[src/spi_config.svh]
`ifndef SPI_CONFIG_SVH
`define SPI_CONFIG_SVH

// bits per frame, sent and received msb first
`define SPI_DATA_WIDTH 40

// number of active-low chip-select lines
`define SPI_CS_COUNT 4

// width of the clock divider setting
`define SPI_DIV_WIDTH 3

`endif

[src/spi_types_pkg.sv]
`include "spi_config.svh"

package spi_types_pkg;

  // one frame of payload
  typedef logic [`SPI_DATA_WIDTH-1:0] spi_word_t;

  // chip-select lines, one bit per slave
  typedef logic [`SPI_CS_COUNT-1:0] spi_cs_t;

  // index of the chosen chip select
  localparam int unsigned SPI_CS_SEL_WIDTH = $clog2(`SPI_CS_COUNT);
  typedef logic [SPI_CS_SEL_WIDTH-1:0] spi_cs_sel_t;

  // divider setting, tick every value+1 cycles
  typedef logic [`SPI_DIV_WIDTH-1:0] spi_div_t;

  // bits done in a frame, must reach SPI_DATA_WIDTH itself
  localparam int unsigned SPI_BIT_COUNT_WIDTH = $clog2(`SPI_DATA_WIDTH + 1);
  typedef logic [SPI_BIT_COUNT_WIDTH-1:0] spi_bit_count_t;

endpackage

[src/spi_ctrl_pkg.sv]
package spi_ctrl_pkg;

  // frame controller states
  // SELECT waits one tick with cs low before the first clk_out edge
  // HOLD keeps cs low for one tick after the last falling edge
  typedef enum logic [2:0] {
    IDLE,
    SELECT,
    SHIFT,
    HOLD,
    DONE
  } spi_state_e;

endpackage

[src/spi_clk_divider.sv]
`include "spi_config.svh"

module spi_clk_divider
  import spi_types_pkg::*;
(
  input  logic     clk_in,
  input  logic     reset_n_in,
  input  logic     enable,
  input  spi_div_t clk_count_max,
  output logic     tick
);

  spi_div_t count;
  logic     count_wrap;

  assign count_wrap = (count == clk_count_max);

  // counter restarts from zero whenever enable is low,
  // so every frame sees the same tick phase
  always_ff @(posedge clk_in or negedge reset_n_in) begin
    if (!reset_n_in) begin
      count <= '0;
    end else if (!enable) begin
      count <= '0;
    end else if (count_wrap) begin
      count <= '0;
    end else begin
      count <= count + 1'b1;
    end
  end

  // one-cycle strobe every clk_count_max+1 enabled cycles
  assign tick = enable && count_wrap;

endmodule

[src/spi_cs_decoder.sv]
`include "spi_config.svh"

module spi_cs_decoder
  import spi_types_pkg::*;
(
  input  logic        clk_in,
  input  logic        reset_n_in,
  input  spi_cs_sel_t cs_select_in,
  input  logic        cs_active,
  output spi_cs_t     cs_out_n
);

  spi_cs_sel_t sel_q;

  // select is frozen for the whole frame
  always_ff @(posedge clk_in or negedge reset_n_in) begin
    if (!reset_n_in) begin
      sel_q <= '0;
    end else if (!cs_active) begin
      sel_q <= cs_select_in;
    end
  end

  // registered one-hot low output, all high outside a frame
  always_ff @(posedge clk_in or negedge reset_n_in) begin
    if (!reset_n_in) begin
      cs_out_n <= '1;
    end else begin
      cs_out_n <= ~(spi_cs_t'(cs_active) << sel_q);
    end
  end

endmodule

[src/spi_shifter.sv]
`include "spi_config.svh"

module spi_shifter
  import spi_types_pkg::*;
(
  input  logic      clk_in,
  input  logic      reset_n_in,
  input  spi_word_t data_in,
  input  logic      load,
  input  logic      shift,
  input  logic      sample,
  input  logic      capture,
  input  logic      serial_in,
  output logic      serial_out,
  output spi_word_t data_out
);

  spi_word_t tx_shift;
  spi_word_t rx_shift;

  // transmit register
  // msb is on the line, the word moves up one bit per falling clk_out edge
  always_ff @(posedge clk_in or negedge reset_n_in) begin
    if (!reset_n_in) begin
      tx_shift <= '0;
    end else if (load) begin
      tx_shift <= data_in;
    end else if (shift) begin
      tx_shift <= {tx_shift[`SPI_DATA_WIDTH-2:0], 1'b0};
    end
  end

  assign serial_out = tx_shift[`SPI_DATA_WIDTH-1];

  // receive register
  // the first bit received ends up in the msb after a full frame
  always_ff @(posedge clk_in) begin
    if (sample) begin
      rx_shift <= {rx_shift[`SPI_DATA_WIDTH-2:0], serial_in};
    end
  end

  // output latch, only updated when a frame completes
  always_ff @(posedge clk_in or negedge reset_n_in) begin
    if (!reset_n_in) begin
      data_out <= '0;
    end else if (capture) begin
      data_out <= rx_shift;
    end
  end

endmodule

[src/spi_frame_controller.sv]
`include "spi_config.svh"

module spi_frame_controller
  import spi_types_pkg::*;
  import spi_ctrl_pkg::*;
(
  input  logic clk_in,
  input  logic reset_n_in,
  input  logic send_enable_in,
  input  logic tick,
  output logic div_enable,
  output logic load,
  output logic shift,
  output logic sample,
  output logic capture,
  output logic cs_active,
  output logic sclk,
  output logic ready_out
);

  spi_state_e     state;
  spi_state_e     state_next;
  spi_bit_count_t bit_count;
  spi_bit_count_t bit_count_next;
  logic           sclk_next;
  logic           frame_active;
  logic           last_bit;

  assign last_bit = (bit_count == spi_bit_count_t'(`SPI_DATA_WIDTH));

  always_comb begin
    state_next     = state;
    bit_count_next = bit_count;
    sclk_next      = sclk;
    load           = 1'b0;
    shift          = 1'b0;
    sample         = 1'b0;
    capture        = 1'b0;

    if (state != IDLE && !send_enable_in) begin
      // abort, drop everything without touching data_out
      state_next = IDLE;
      sclk_next  = 1'b0;
    end else begin
      case (state)
        IDLE: begin
          if (send_enable_in) begin
            load           = 1'b1;
            bit_count_next = '0;
            state_next     = SELECT;
          end
        end

        SELECT: begin
          if (tick) begin
            state_next = SHIFT;
          end
        end

        SHIFT: begin
          if (tick) begin
            if (!sclk) begin
              // rising edge, slave data is stable here
              sclk_next      = 1'b1;
              sample         = 1'b1;
              bit_count_next = bit_count + 1'b1;
            end else if (last_bit) begin
              sclk_next  = 1'b0;
              state_next = HOLD;
            end else begin
              sclk_next = 1'b0;
              shift     = 1'b1;
            end
          end
        end

        HOLD: begin
          if (tick) begin
            state_next = DONE;
          end
        end

        DONE: begin
          capture    = 1'b1;
          state_next = IDLE;
        end

        default: begin
          state_next = IDLE;
          sclk_next  = 1'b0;
        end
      endcase
    end
  end

  always_ff @(posedge clk_in or negedge reset_n_in) begin
    if (!reset_n_in) begin
      state     <= IDLE;
      bit_count <= '0;
      sclk      <= 1'b0;
    end else begin
      state     <= state_next;
      bit_count <= bit_count_next;
      sclk      <= sclk_next;
    end
  end

  // divider runs and cs is held from SELECT through HOLD
  assign frame_active = (state == SELECT) || (state == SHIFT) || (state == HOLD);
  assign div_enable   = frame_active;
  assign cs_active    = frame_active;
  assign ready_out    = (state == IDLE);

endmodule

[src/spi_master.sv]
`include "spi_config.svh"

module spi_master
  import spi_types_pkg::*;
(
  input  logic        clk_in,
  input  logic        reset_n_in,
  input  spi_word_t   data_in,
  input  spi_div_t    clk_count_max,
  input  logic        serial_in,
  input  logic        send_enable_in,
  input  spi_cs_sel_t cs_select_in,
  output spi_word_t   data_out,
  output logic        clk_out,
  output logic        serial_out,
  output spi_cs_t     cs_out_n,
  output logic        ready_out
);

  logic div_enable;
  logic tick;
  logic load;
  logic shift;
  logic sample;
  logic capture;
  logic cs_active;

  // bit-rate strobes
  spi_clk_divider u_divider (
    .clk_in        (clk_in),
    .reset_n_in    (reset_n_in),
    .enable        (div_enable),
    .clk_count_max (clk_count_max),
    .tick          (tick)
  );

  spi_frame_controller u_controller (
    .clk_in         (clk_in),
    .reset_n_in     (reset_n_in),
    .send_enable_in (send_enable_in),
    .tick           (tick),
    .div_enable     (div_enable),
    .load           (load),
    .shift          (shift),
    .sample         (sample),
    .capture        (capture),
    .cs_active      (cs_active),
    .sclk           (clk_out),
    .ready_out      (ready_out)
  );

  // mosi and miso data path
  spi_shifter u_shifter (
    .clk_in     (clk_in),
    .reset_n_in (reset_n_in),
    .data_in    (data_in),
    .load       (load),
    .shift      (shift),
    .sample     (sample),
    .capture    (capture),
    .serial_in  (serial_in),
    .serial_out (serial_out),
    .data_out   (data_out)
  );

  spi_cs_decoder u_cs_decoder (
    .clk_in       (clk_in),
    .reset_n_in   (reset_n_in),
    .cs_select_in (cs_select_in),
    .cs_active    (cs_active),
    .cs_out_n     (cs_out_n)
  );

endmodule

[config.mk]
export PLATFORM = sky130hd
export DESIGN_NAME = spi_master
export DESIGN_NICKNAME = d
export VERILOG_FILES = /design/src/spi_types_pkg.sv /design/src/spi_ctrl_pkg.sv /design/src/spi_clk_divider.sv /design/src/spi_cs_decoder.sv /design/src/spi_shifter.sv /design/src/spi_frame_controller.sv /design/src/spi_master.sv
export VERILOG_INCLUDE_DIRS = /design/src
export SDC_FILE = /design/constraint.sdc
export NUM_CORES = 1
export LEC_CHECK = 0
export BUFFER_PORTS_ARGS = -buffer_cell sky130_fd_sc_hd__clkbuf_2
export CAP_MARGIN = 20
export CORE_MARGIN = 2
export CORE_UTILIZATION = 40
export CTS_CLUSTER_SIZE = 40
export DETAILED_ROUTE_END_ITERATION = 6
export SETUP_SLACK_MARGIN = 0.02
export SLEW_MARGIN = 20
export SYNTH_ARGS = -nofsm -noshare
export SYNTH_HDL_FRONTEND = slang
export SYNTH_SLANG_ARGS = --single-unit
[constraint.sdc]
create_clock -name clk_in -period 11.7 [get_ports clk_in]
set_input_delay 1.755 -clock clk_in [delete_from_list [all_inputs] [get_ports clk_in]]
set_output_delay 1.755 -clock clk_in [all_outputs]
set_load 0.01 [all_outputs]
==> flow_summary.ini, run 1 <==
[status]
status = complete, no violations

[layout]
finalInstanceArea_um2 = 6720
finish.utilization = 0.490
fillers = 1198
layout_commonest_cell = dfrtp_1
multi_input_area_um2 = 1700
layout_common_cells = dfrtp_1 (95), clkbuf_2 (94), mux2_2 (43)
seq_area_um2 = 3680
final_layout_size_suffix_gt1_frac = 0.411
syn2layout_area_growth_pct = 21.1
diodes = 0
nNetsFinal = 513

[power_and_ir_drop]
p_total_w = 0.00130
ir_drop_mv = 0.113
total_leakage_power_nw = 3.12
switchingPower_w = 0.000323
swShare = 0.249
comb_power_share = 0.125
p_per_area_nw_per_um2 = 193
clockPowerShare = 0.403
p_int_w = 0.000973
power.share.sequential = 0.472

[global_route]
busiest_layer = met2
grt_util_met3 = 0.0449
grt_pass1_wl_um = 16900
met1_usage = 0.208
use_met2 = 0.219
grt.overflow.total = 0
antenna_found_initial = 0
grt_pass1_vias = 3378
track_usage = 0.150
grt_max_degree = 60

[synth]
synth_cells = 367
async_reset_ff_frac = 0.712
synth_edf_count = 40
ys_types = 47
ys.flop_type = dfrtp_1
avgSynthCellArea_um2 = 15.1
syn_nets = 419
seq_area_frac_synth = 0.664
syn-cell-area_um2 = 5550
yosysWarnings = 0
synthTopCellsByArea = dfrtp_1 (43%), edfxtp_1 (22%), mux2_2 (8.7%)
synth_top_area_frac = 0.429
ys_seq_elements = 139
synth_top_area_cell = dfrtp_1

[worst_hold_path]
min_from = u_shifter.rx_shift[3]
worstHoldPathType = reg2reg

[detailed_routing]
vias_per_cell = 5.16
drt_iter0_markers = 260
drt-total-wl_um = 10400
dr_total_vias = 3374
drc = 0
drtPass1Iterations = 4
routedWlPerCell_um = 15.9
detail-route-antenna-nets = 0

[clock_network]
cts_setup_buffers = 0
root_buffer = clkbuf_16
clk_latency_ps = 410
cts_sinks = 139
cts_made_buffers = 17
cts_buffer_depth = 2
cts-resized-gates = 0
htree_levels = 4
tritoncts = yes
clkSlewWorstSetupHoldPaths_ps = 60
ctsHoldBuffers = 0

[worst_setup_path]
cp_data_required_time_ps = 11990
slowest_stage = nor4_4
cp_cell_sequence = clkbuf_2 > xor2_1 > nor4_4 > a31oi_4 > a221o_2
cpPeakStageDelay_ps = 510
path_delay_family = compound AO/OA/AOI/OAI gates
path_buf_inv = 1
cp-start-kind = primary input
path_class = in2reg
critPathLaunch = clk_count_max[0]
path_max_fanout = 36
critPathCaptureType = flip-flop
worst_ep_arrival_time_ps = 3490
reg2reg_from = u_controller.bit_count[0]

[timing]
setup_slack_ps = 8510
finalSetupTns_ps = 0
finalHoldViolations = 0
worst_slew_pin_slew_ps = 949
slew_viol_final = 0
fmax_ghz = 0.313
setup_viol = 0
fin_crit_sh = 0.273
rsz0062_at_grt = false
fin_skew_ps = 6.13
max_slew_margin = 0.367
fin_crit_ps = 3190

[floorplan]
dieHeight_um = 122
start_util = 0.404
dieArea_um2 = 14800
io_pins = 96
core_area_um2 = 13700
fp.dieW_um = 122
row_count = 43

[placed_design]
post-place-ws_ps = 8090
port_buffers = 95
place_area_um2 = 6130
routabilityCongestion = 0.761
post-dp-hpwl_um = 6730

[flow_run]
maxCapViolCount = 0
-- kinds of logic (layout without fill, tap and decap cells) --
group           Yosys count  count (layout)  synth area share
compound gates           58              58            0.0981
xor+xnor                  8               8            0.0140
fa+ha+maj                 3               3           0.00677
buf+inv                  30             137            0.0325
flops                   139             139             0.664
mux                      43              43            0.0873
simple gates             86              86            0.0974
-- area by class of cell --
class / instances / area share
clock buffer: 21 / 0.0686
timing repair buffer: 99 / 0.0756
tap: 180 / 0.0335
clock inverter: 11 / 0.0181
sequential: 139 / 0.548
multi-input combinational: 198 / 0.252
inverter: 6 / 0.00335
-- stage by stage --
step	hold slack [ps]	cells
global route	449	654
global placement	422	622
floorplan	420	367
finish	442	654
CTS	442	654
detailed placement	428	622
-- flip-flops by register name (all words and copies together), names as in the netlist --
| name | cells |
|---|---|
| u_shifter.tx_shift | 40 |
| u_shifter.data_out | 40 |
| u_shifter.rx_shift | 40 |
| u_divider.count | 3 |
| u_controller.state | 3 |
| u_controller.sclk | 1 |
| u_cs_decoder.sel_q | 2 |
| u_controller.bit_count | 6 |
| u_cs_decoder.cs_out_n | 4 |
-- worst paths after layout --
check	end	slack, ps	cells past startpoint
worst max register to register	u_shifter.tx_shift[8]	9470	6
max in group asynchronous	u_shifter.data_out[32]	9220	2
min in group asynchronous	u_shifter.data_out[12]	1310	1
worst max-delay path	u_shifter.tx_shift[3]	8510	5
worst min-delay path	u_shifter.rx_shift[4]	440	0
worst min register to register	u_shifter.rx_shift[4]	440	0
-- power by group through the flow --
| stage | registers (W) | logic (W) | clock network, W |
|---|---|---|---|
| after floorplan | 0.000611 | 0.000115 | 0 |
| after global placement | 0.000617 | 0.000160 | 0 |
| after detailed placement | 0.000618 | 0.000167 | 0 |
| after CTS | 0.000611 | 0.000166 | 0.000534 |
| after global routing | 0.000619 | 0.000184 | 0.000557 |
| final | 0.000612 | 0.000162 | 0.000522 |
-- metal layers --
layer,wire [um],part of all wire
met1,5020,0.48
met2,4850,0.46
met3,425,0.041
met4,142,0.014
met5,0,0
-- cells in the mapped netlist, drive strengths merged (2+ instances only) --
library cell	count
dfrtp	95
mux2	43
edfxtp	40
and3	39
a221o	36
buf	14
nand2	11
clkbuf	10
nor2	8
inv	6
o21ai	6
dfstp	4
nand3	4
nand4	4
nor3	4
xnor2	4
xor2	4
a21oi	3
ha	3
nand2b	2
nand3b	2
nor2b	2
nor3b	2
nor4	2
o211ai	2
o311a	2
or3	2
or4	2
-- worst register-to-register path: cells and delay by family, from the launching register on --
kind,cells,cell delay (ps)
compound gates,2,1130
simple gates,2,410
flops,1,410
fa+ha+maj,1,130
buf+inv,1,70
Note: power is estimated with default switching activity, not from simulation.
==> run 2, diff against run 1 <==
==> constraint.sdc (replaced) <==
create_clock -name clk_in -period 3.17 [get_ports clk_in]
set_input_delay 0.4755 -clock clk_in [delete_from_list [all_inputs] [get_ports clk_in]]
set_output_delay 0.4755 -clock clk_in [all_outputs]
set_load 0.01 [all_outputs]
==> run 2 against run 1 <==
  * Critical endpoint is now u_shifter.tx_shift[39]
  * Power rose to 3.6 times the previous value
  * Clock skew up 1.7 ps
  * Worst setup slack worse by 7600 ps
==> flow_summary.ini, run 2 (same netlist as run 1, synthesis figures left out) <==
[layout]
diodes = 0
syn2layout_area_growth_pct = 20.4
layout_common_cells = dfrtp_1 (95), clkbuf_2 (94), mux2_2 (43)
multi_input_area_um2 = 1700
finalInstanceArea_um2 = 6680
final_layout_size_suffix_gt1_frac = 0.411
nNetsFinal = 513
fillers = 1239
finish.utilization = 0.487
seq_area_um2 = 3680
top_regs = u_shifter.data_out x40, u_shifter.rx_shift x40, u_shifter.tx_shift x40
layout_commonest_cell = dfrtp_1

[detailed_routing]
detail-route-antenna-nets = 0
drt_iter0_markers = 215
drc = 0
dr_total_vias = 3427
vias_per_cell = 5.24
drt-total-wl_um = 10500
drtPass1Iterations = 4
routedWlPerCell_um = 16.1

[clock_network]
clkSlewWorstSetupHoldPaths_ps = 60
cts_setup_buffers = 0
cts_made_buffers = 17
tritoncts = yes
htree_levels = 4
root_buffer = clkbuf_16
cts_sinks = 139
ctsHoldBuffers = 0
cts_buffer_depth = 2
clk_latency_ps = 410
cts-resized-gates = 0

[global_route]
busiest_layer = met2
grt_pass1_vias = 3448
use_met2 = 0.233
track_usage = 0.155
antenna_found_initial = 0
met1_usage = 0.211
grt_pass1_wl_um = 17600
grt_max_degree = 52
grt.overflow.total = 0
grt_util_met3 = 0.0482

[timing]
finalHoldViolations = 0
worst_slew_pin_slew_ps = 979
fin_hold_ws_ps = 91.8
fmax_ghz = 0.443
setup_viol = 0
fin_crit_sh = 0.712
fin_crit_ps = 2260
fin_skew_ps = 7.85
finalSetupTns_ps = 0
rsz0062_at_grt = false
slew_viol_final = 0
setup_slack_ps = 913
max_slew_margin = 0.347

[floorplan]
fp.dieW_um = 122
dieArea_um2 = 14800
core_area_um2 = 13700
dieHeight_um = 122
row_count = 43
start_util = 0.404
io_pins = 96

[worst_hold_path]
worstHoldPathType = in2async

[worst_setup_path]
cp_data_required_time_ps = 3520
path_class = reg2reg
slowest_stage = a31oi_4
r2r_slack_ps = 910
r2r_end = u_shifter.tx_shift[39]
r2r_cells = 6
critPathCaptureType = flip-flop
path_max_fanout = 36
cp-start-kind = flip-flop
cpPeakStageDelay_ps = 850
reg2reg_from = u_controller.bit_count[0]
worst_ep_arrival_time_ps = 2610
cp_cell_sequence = inv_1 > ha_1 > and4bb_2 > nand2_1 > a31oi_4 > a221o_2

[placed_design]
post-place-ws_ps = 830
port_buffers = 95
place_area_um2 = 6150
routabilityCongestion = 0.768
post-dp-hpwl_um = 6810

[status]
status = complete, no violations

[power_and_ir_drop]
p_per_area_nw_per_um2 = 691
ir_drop_mv = 0.293
total_leakage_power_nw = 3.10

[flow_run]
maxCapViolCount = 0
run 2: how the worst max path moves through the flow:
stage / from / endpoint / slack [ps] / depth (start not counted)
after floorplan: clk_count_max[2] / u_controller.bit_count[0] / 90 / 4
after global placement: clk_count_max[0] / u_shifter.tx_shift[3] / 900 / 5
after detailed placement: clk_count_max[0] / u_shifter.tx_shift[3] / 830 / 5
after CTS: u_controller.bit_count[0] / u_shifter.tx_shift[1] / 940 / 6
after global routing: u_controller.bit_count[1] / u_shifter.tx_shift[35] / 780 / 6
final: u_controller.bit_count[0] / u_shifter.tx_shift[39] / 910 / 6
run 2: power breakdown:
group / total (W) / switching, W / internal (W)
logic: 0.000610 / 0.000297 / 0.000312
registers: 0.00225 / 0.000166 / 0.00209
clock network: 0.00175 / 0.000753 / 0.00100
total: 0.00461 / 0.00122 / 0.00340
run 2: area by class of cell:
class,count,share of cell area
clock inverter,14,0.0146
sequential,139,0.551
timing repair buffer,99,0.0779
clock buffer,18,0.0642
multi-input combinational,198,0.255
inverter,6,0.00337
tap,180,0.0337
run 2: per-layer routing:
| metal | up-vias | routed length [um] |
|---|---|---|
| met3 | 12 | 453 |
| met5 | - | 0 |
| li1 | 1596 | - |
| met4 | 0 | 159 |
| met2 | 82 | 5020 |
| met1 | 1737 | 4890 |
run 2: per-stage QoR:
| stage | power, W | instances |
|---|---|---|
| 6_report | 0.00461 | 654 |
| 5_1_grt | 0.00485 | 654 |
| 4_1_cts | 0.00468 | 654 |
| 3_5_place_dp | 0.00290 | 622 |
| 3_3_place_gp | 0.00288 | 622 |
| 2_1_floorplan | 0.00268 | 367 |
run 2: worst max-delay path, delay by kind of cell, from the launching register on:
family	cells	cell delay [ps]
DFF	1	410
AOI/OAI and AO/OA	2	1140
buffers and inverters	1	70
adders and majority gates	1	140
and+or+nand+nor	2	410
==> run 3, diff against run 2 <==
==> constraint.sdc (replaced) <==
create_clock -name clk_in -period 1.8 [get_ports clk_in]
set_input_delay 0.27 -clock clk_in [delete_from_list [all_inputs] [get_ports clk_in]]
set_output_delay 0.27 -clock clk_in [all_outputs]
set_load 0.01 [all_outputs]
==> run 3 against run 2 <==
  * Combinational power rose by 110%
  * Die area did not move
  * Register-to-register slack worse by 900 ps
  * Fmax is 26% higher
  * Clock-buffer cell count did not move
  * Largest cell class unchanged
  * Cell area is 8.5% higher
  * Via count is 4.2% higher
  * Worst setup slack got worse by 900 ps
  * Cell count increased by 5.8%
  * First-iteration DRC count shrank 5.1%
==> flow_summary.ini, run 3 (same netlist as run 1, synthesis figures left out) <==
[status]
status = complete, no violations

[detailed_routing]
vias_per_cell = 5.16
drtPass1Iterations = 4
drt_iter0_markers = 204
drt-total-wl_um = 11200
detail-route-antenna-nets = 0
routedWlPerCell_um = 16.2
drc = 0
dr_total_vias = 3572

[worst_setup_path]
worst_ep_arrival_time_ps = 2090
worst-path-stages = 7
r2r_end = u_shifter.tx_shift[1]
path_max_fanout = 10
endpoint = u_shifter.tx_shift[1]
cpPeakStageDelay_ps = 380
path_delay_family = simple AND/OR/NAND/NOR gates
slowest_stage = dfrtp_1
path_buf_inv = 2
cp-start-kind = flip-flop
cp_cell_sequence = inv_1 > ha_2 > and4bb_2 > nand2_4 > and3_4 > buf_12 > a221o_2
critPathCaptureType = flip-flop
r2r_cells = 7
r2r_slack_ps = 20
cp_data_required_time_ps = 2100
critPathLaunch = u_controller.bit_count[1]
path_class = reg2reg
reg2reg_from = u_controller.bit_count[1]

[clock_network]
cts_sinks = 139
root_buffer = clkbuf_16
tritoncts = yes
clkSlewWorstSetupHoldPaths_ps = 60
clk_latency_ps = 420
cts_buffer_depth = 2
cts_made_buffers = 17
htree_levels = 4

[placed_design]
port_buffers = 95
routabilityCongestion = 0.783
post-dp-hpwl_um = 7200

[worst_hold_path]
min_from = serial_in
worstHoldPathType = in2reg

[floorplan]
dieArea_um2 = 14800
core_area_um2 = 13700
row_count = 43
start_util = 0.404
fp.dieW_um = 122
io_pins = 96
dieHeight_um = 122

[timing]
finalSetupTns_ps = 0
slew_viol_final = 0
finalHoldViolations = 0
rsz0062_at_grt = true
fin_hold_ws_ps = 28.2
setup_viol = 0
max_slew_margin = 0.740
fmax_ghz = 0.560
fin_skew_ps = 6.27
fin_crit_ps = 1780
worst_slew_pin_slew_ps = 389
fin_crit_sh = 0.992

[flow_run]
maxCapViolCount = 0

[layout]
nNetsFinal = 551
syn2layout_area_growth_pct = 30.7
diodes = 0
top_regs = u_shifter.data_out x40, u_shifter.rx_shift x40, u_shifter.tx_shift x40
layout_common_cells = clkbuf_2 (94), dfrtp_1 (94), mux2_2 (43)
final_layout_size_suffix_gt1_frac = 0.473

[global_route]
grt_pass1_wl_um = 18000
grt_pass1_vias = 3603
track_usage = 0.159
grt.overflow.total = 0
grt_max_degree = 59
antenna_found_initial = 0

[power_and_ir_drop]
p_total_w = 0.00861
ir_drop_mv = 0.663
p_per_area_nw_per_um2 = 1190
total_leakage_power_nw = 3.39
==> run 3: through the flow <==
stage / setup WS [ps] / utilization / instance area [um^2] / instances
6_report: 15.2 / 0.529 / 7250 / 692
5_1_grt: -64.4 / 0.529 / 7250 / 692
4_1_cts: 1.81 / 0.515 / 7060 / 684
3_5_place_dp: -0.771 / 0.471 / 6460 / 649
3_3_place_gp: 45.6 / 0.471 / 6460 / 649
2_1_floorplan: -440 / - / 5590 / 367
==> run 3: power breakdown <==
group / switching (W) / internal (W)
combinational: 0.000608 / 0.000690
clock: 0.00134 / 0.00204
sequential: 0.000263 / 0.00367
==> run 3: worst min path at each step <==
stage | endpoint | slack (ps) | cells after the start
6_report | u_shifter.rx_shift[0] | 30 | 1
4_1_cts | u_shifter.rx_shift[0] | 6 | 1
3_3_place_gp | u_shifter.data_out[13] | 210 | 1
3_5_place_dp | u_shifter.data_out[14] | 210 | 1
2_1_floorplan | u_controller.bit_count[0] | -30 | 0
5_1_grt | u_shifter.rx_shift[0] | 10 | 1
==> run 3: layout make-up <==
class | count | area [um^2]
timing repair buffer | 137 | 960
clock inverter | 14 | 144
multi-input combinational | 198 | 1790
fill | 1194 | 6470
clock buffer | 18 | 429
tap | 180 | 225
sequential | 139 | 3680
inverter | 6 | 22.5
==> run 3: what timing repair did <==
item	in CTS	in global routing
hold buffers	1	0
endpoints found under the hold margin	23	0
endpoints found under the setup margin	10	98
gates cloned	0	3
buffers inserted	2	5
gates resized for setup	1	13
pin swaps	0	12
==> run 3: per-layer routing <==
metal | vias up | share of wire | GRT usage
met5 | - | 0 | 0
met4 | 0 | 0.0099 | 0.0582
met3 | 9 | 0.049 | 0.0581
met2 | 86 | 0.48 | 0.245
met1 | 1801 | 0.46 | 0.208
li1 | 1676 | - | -
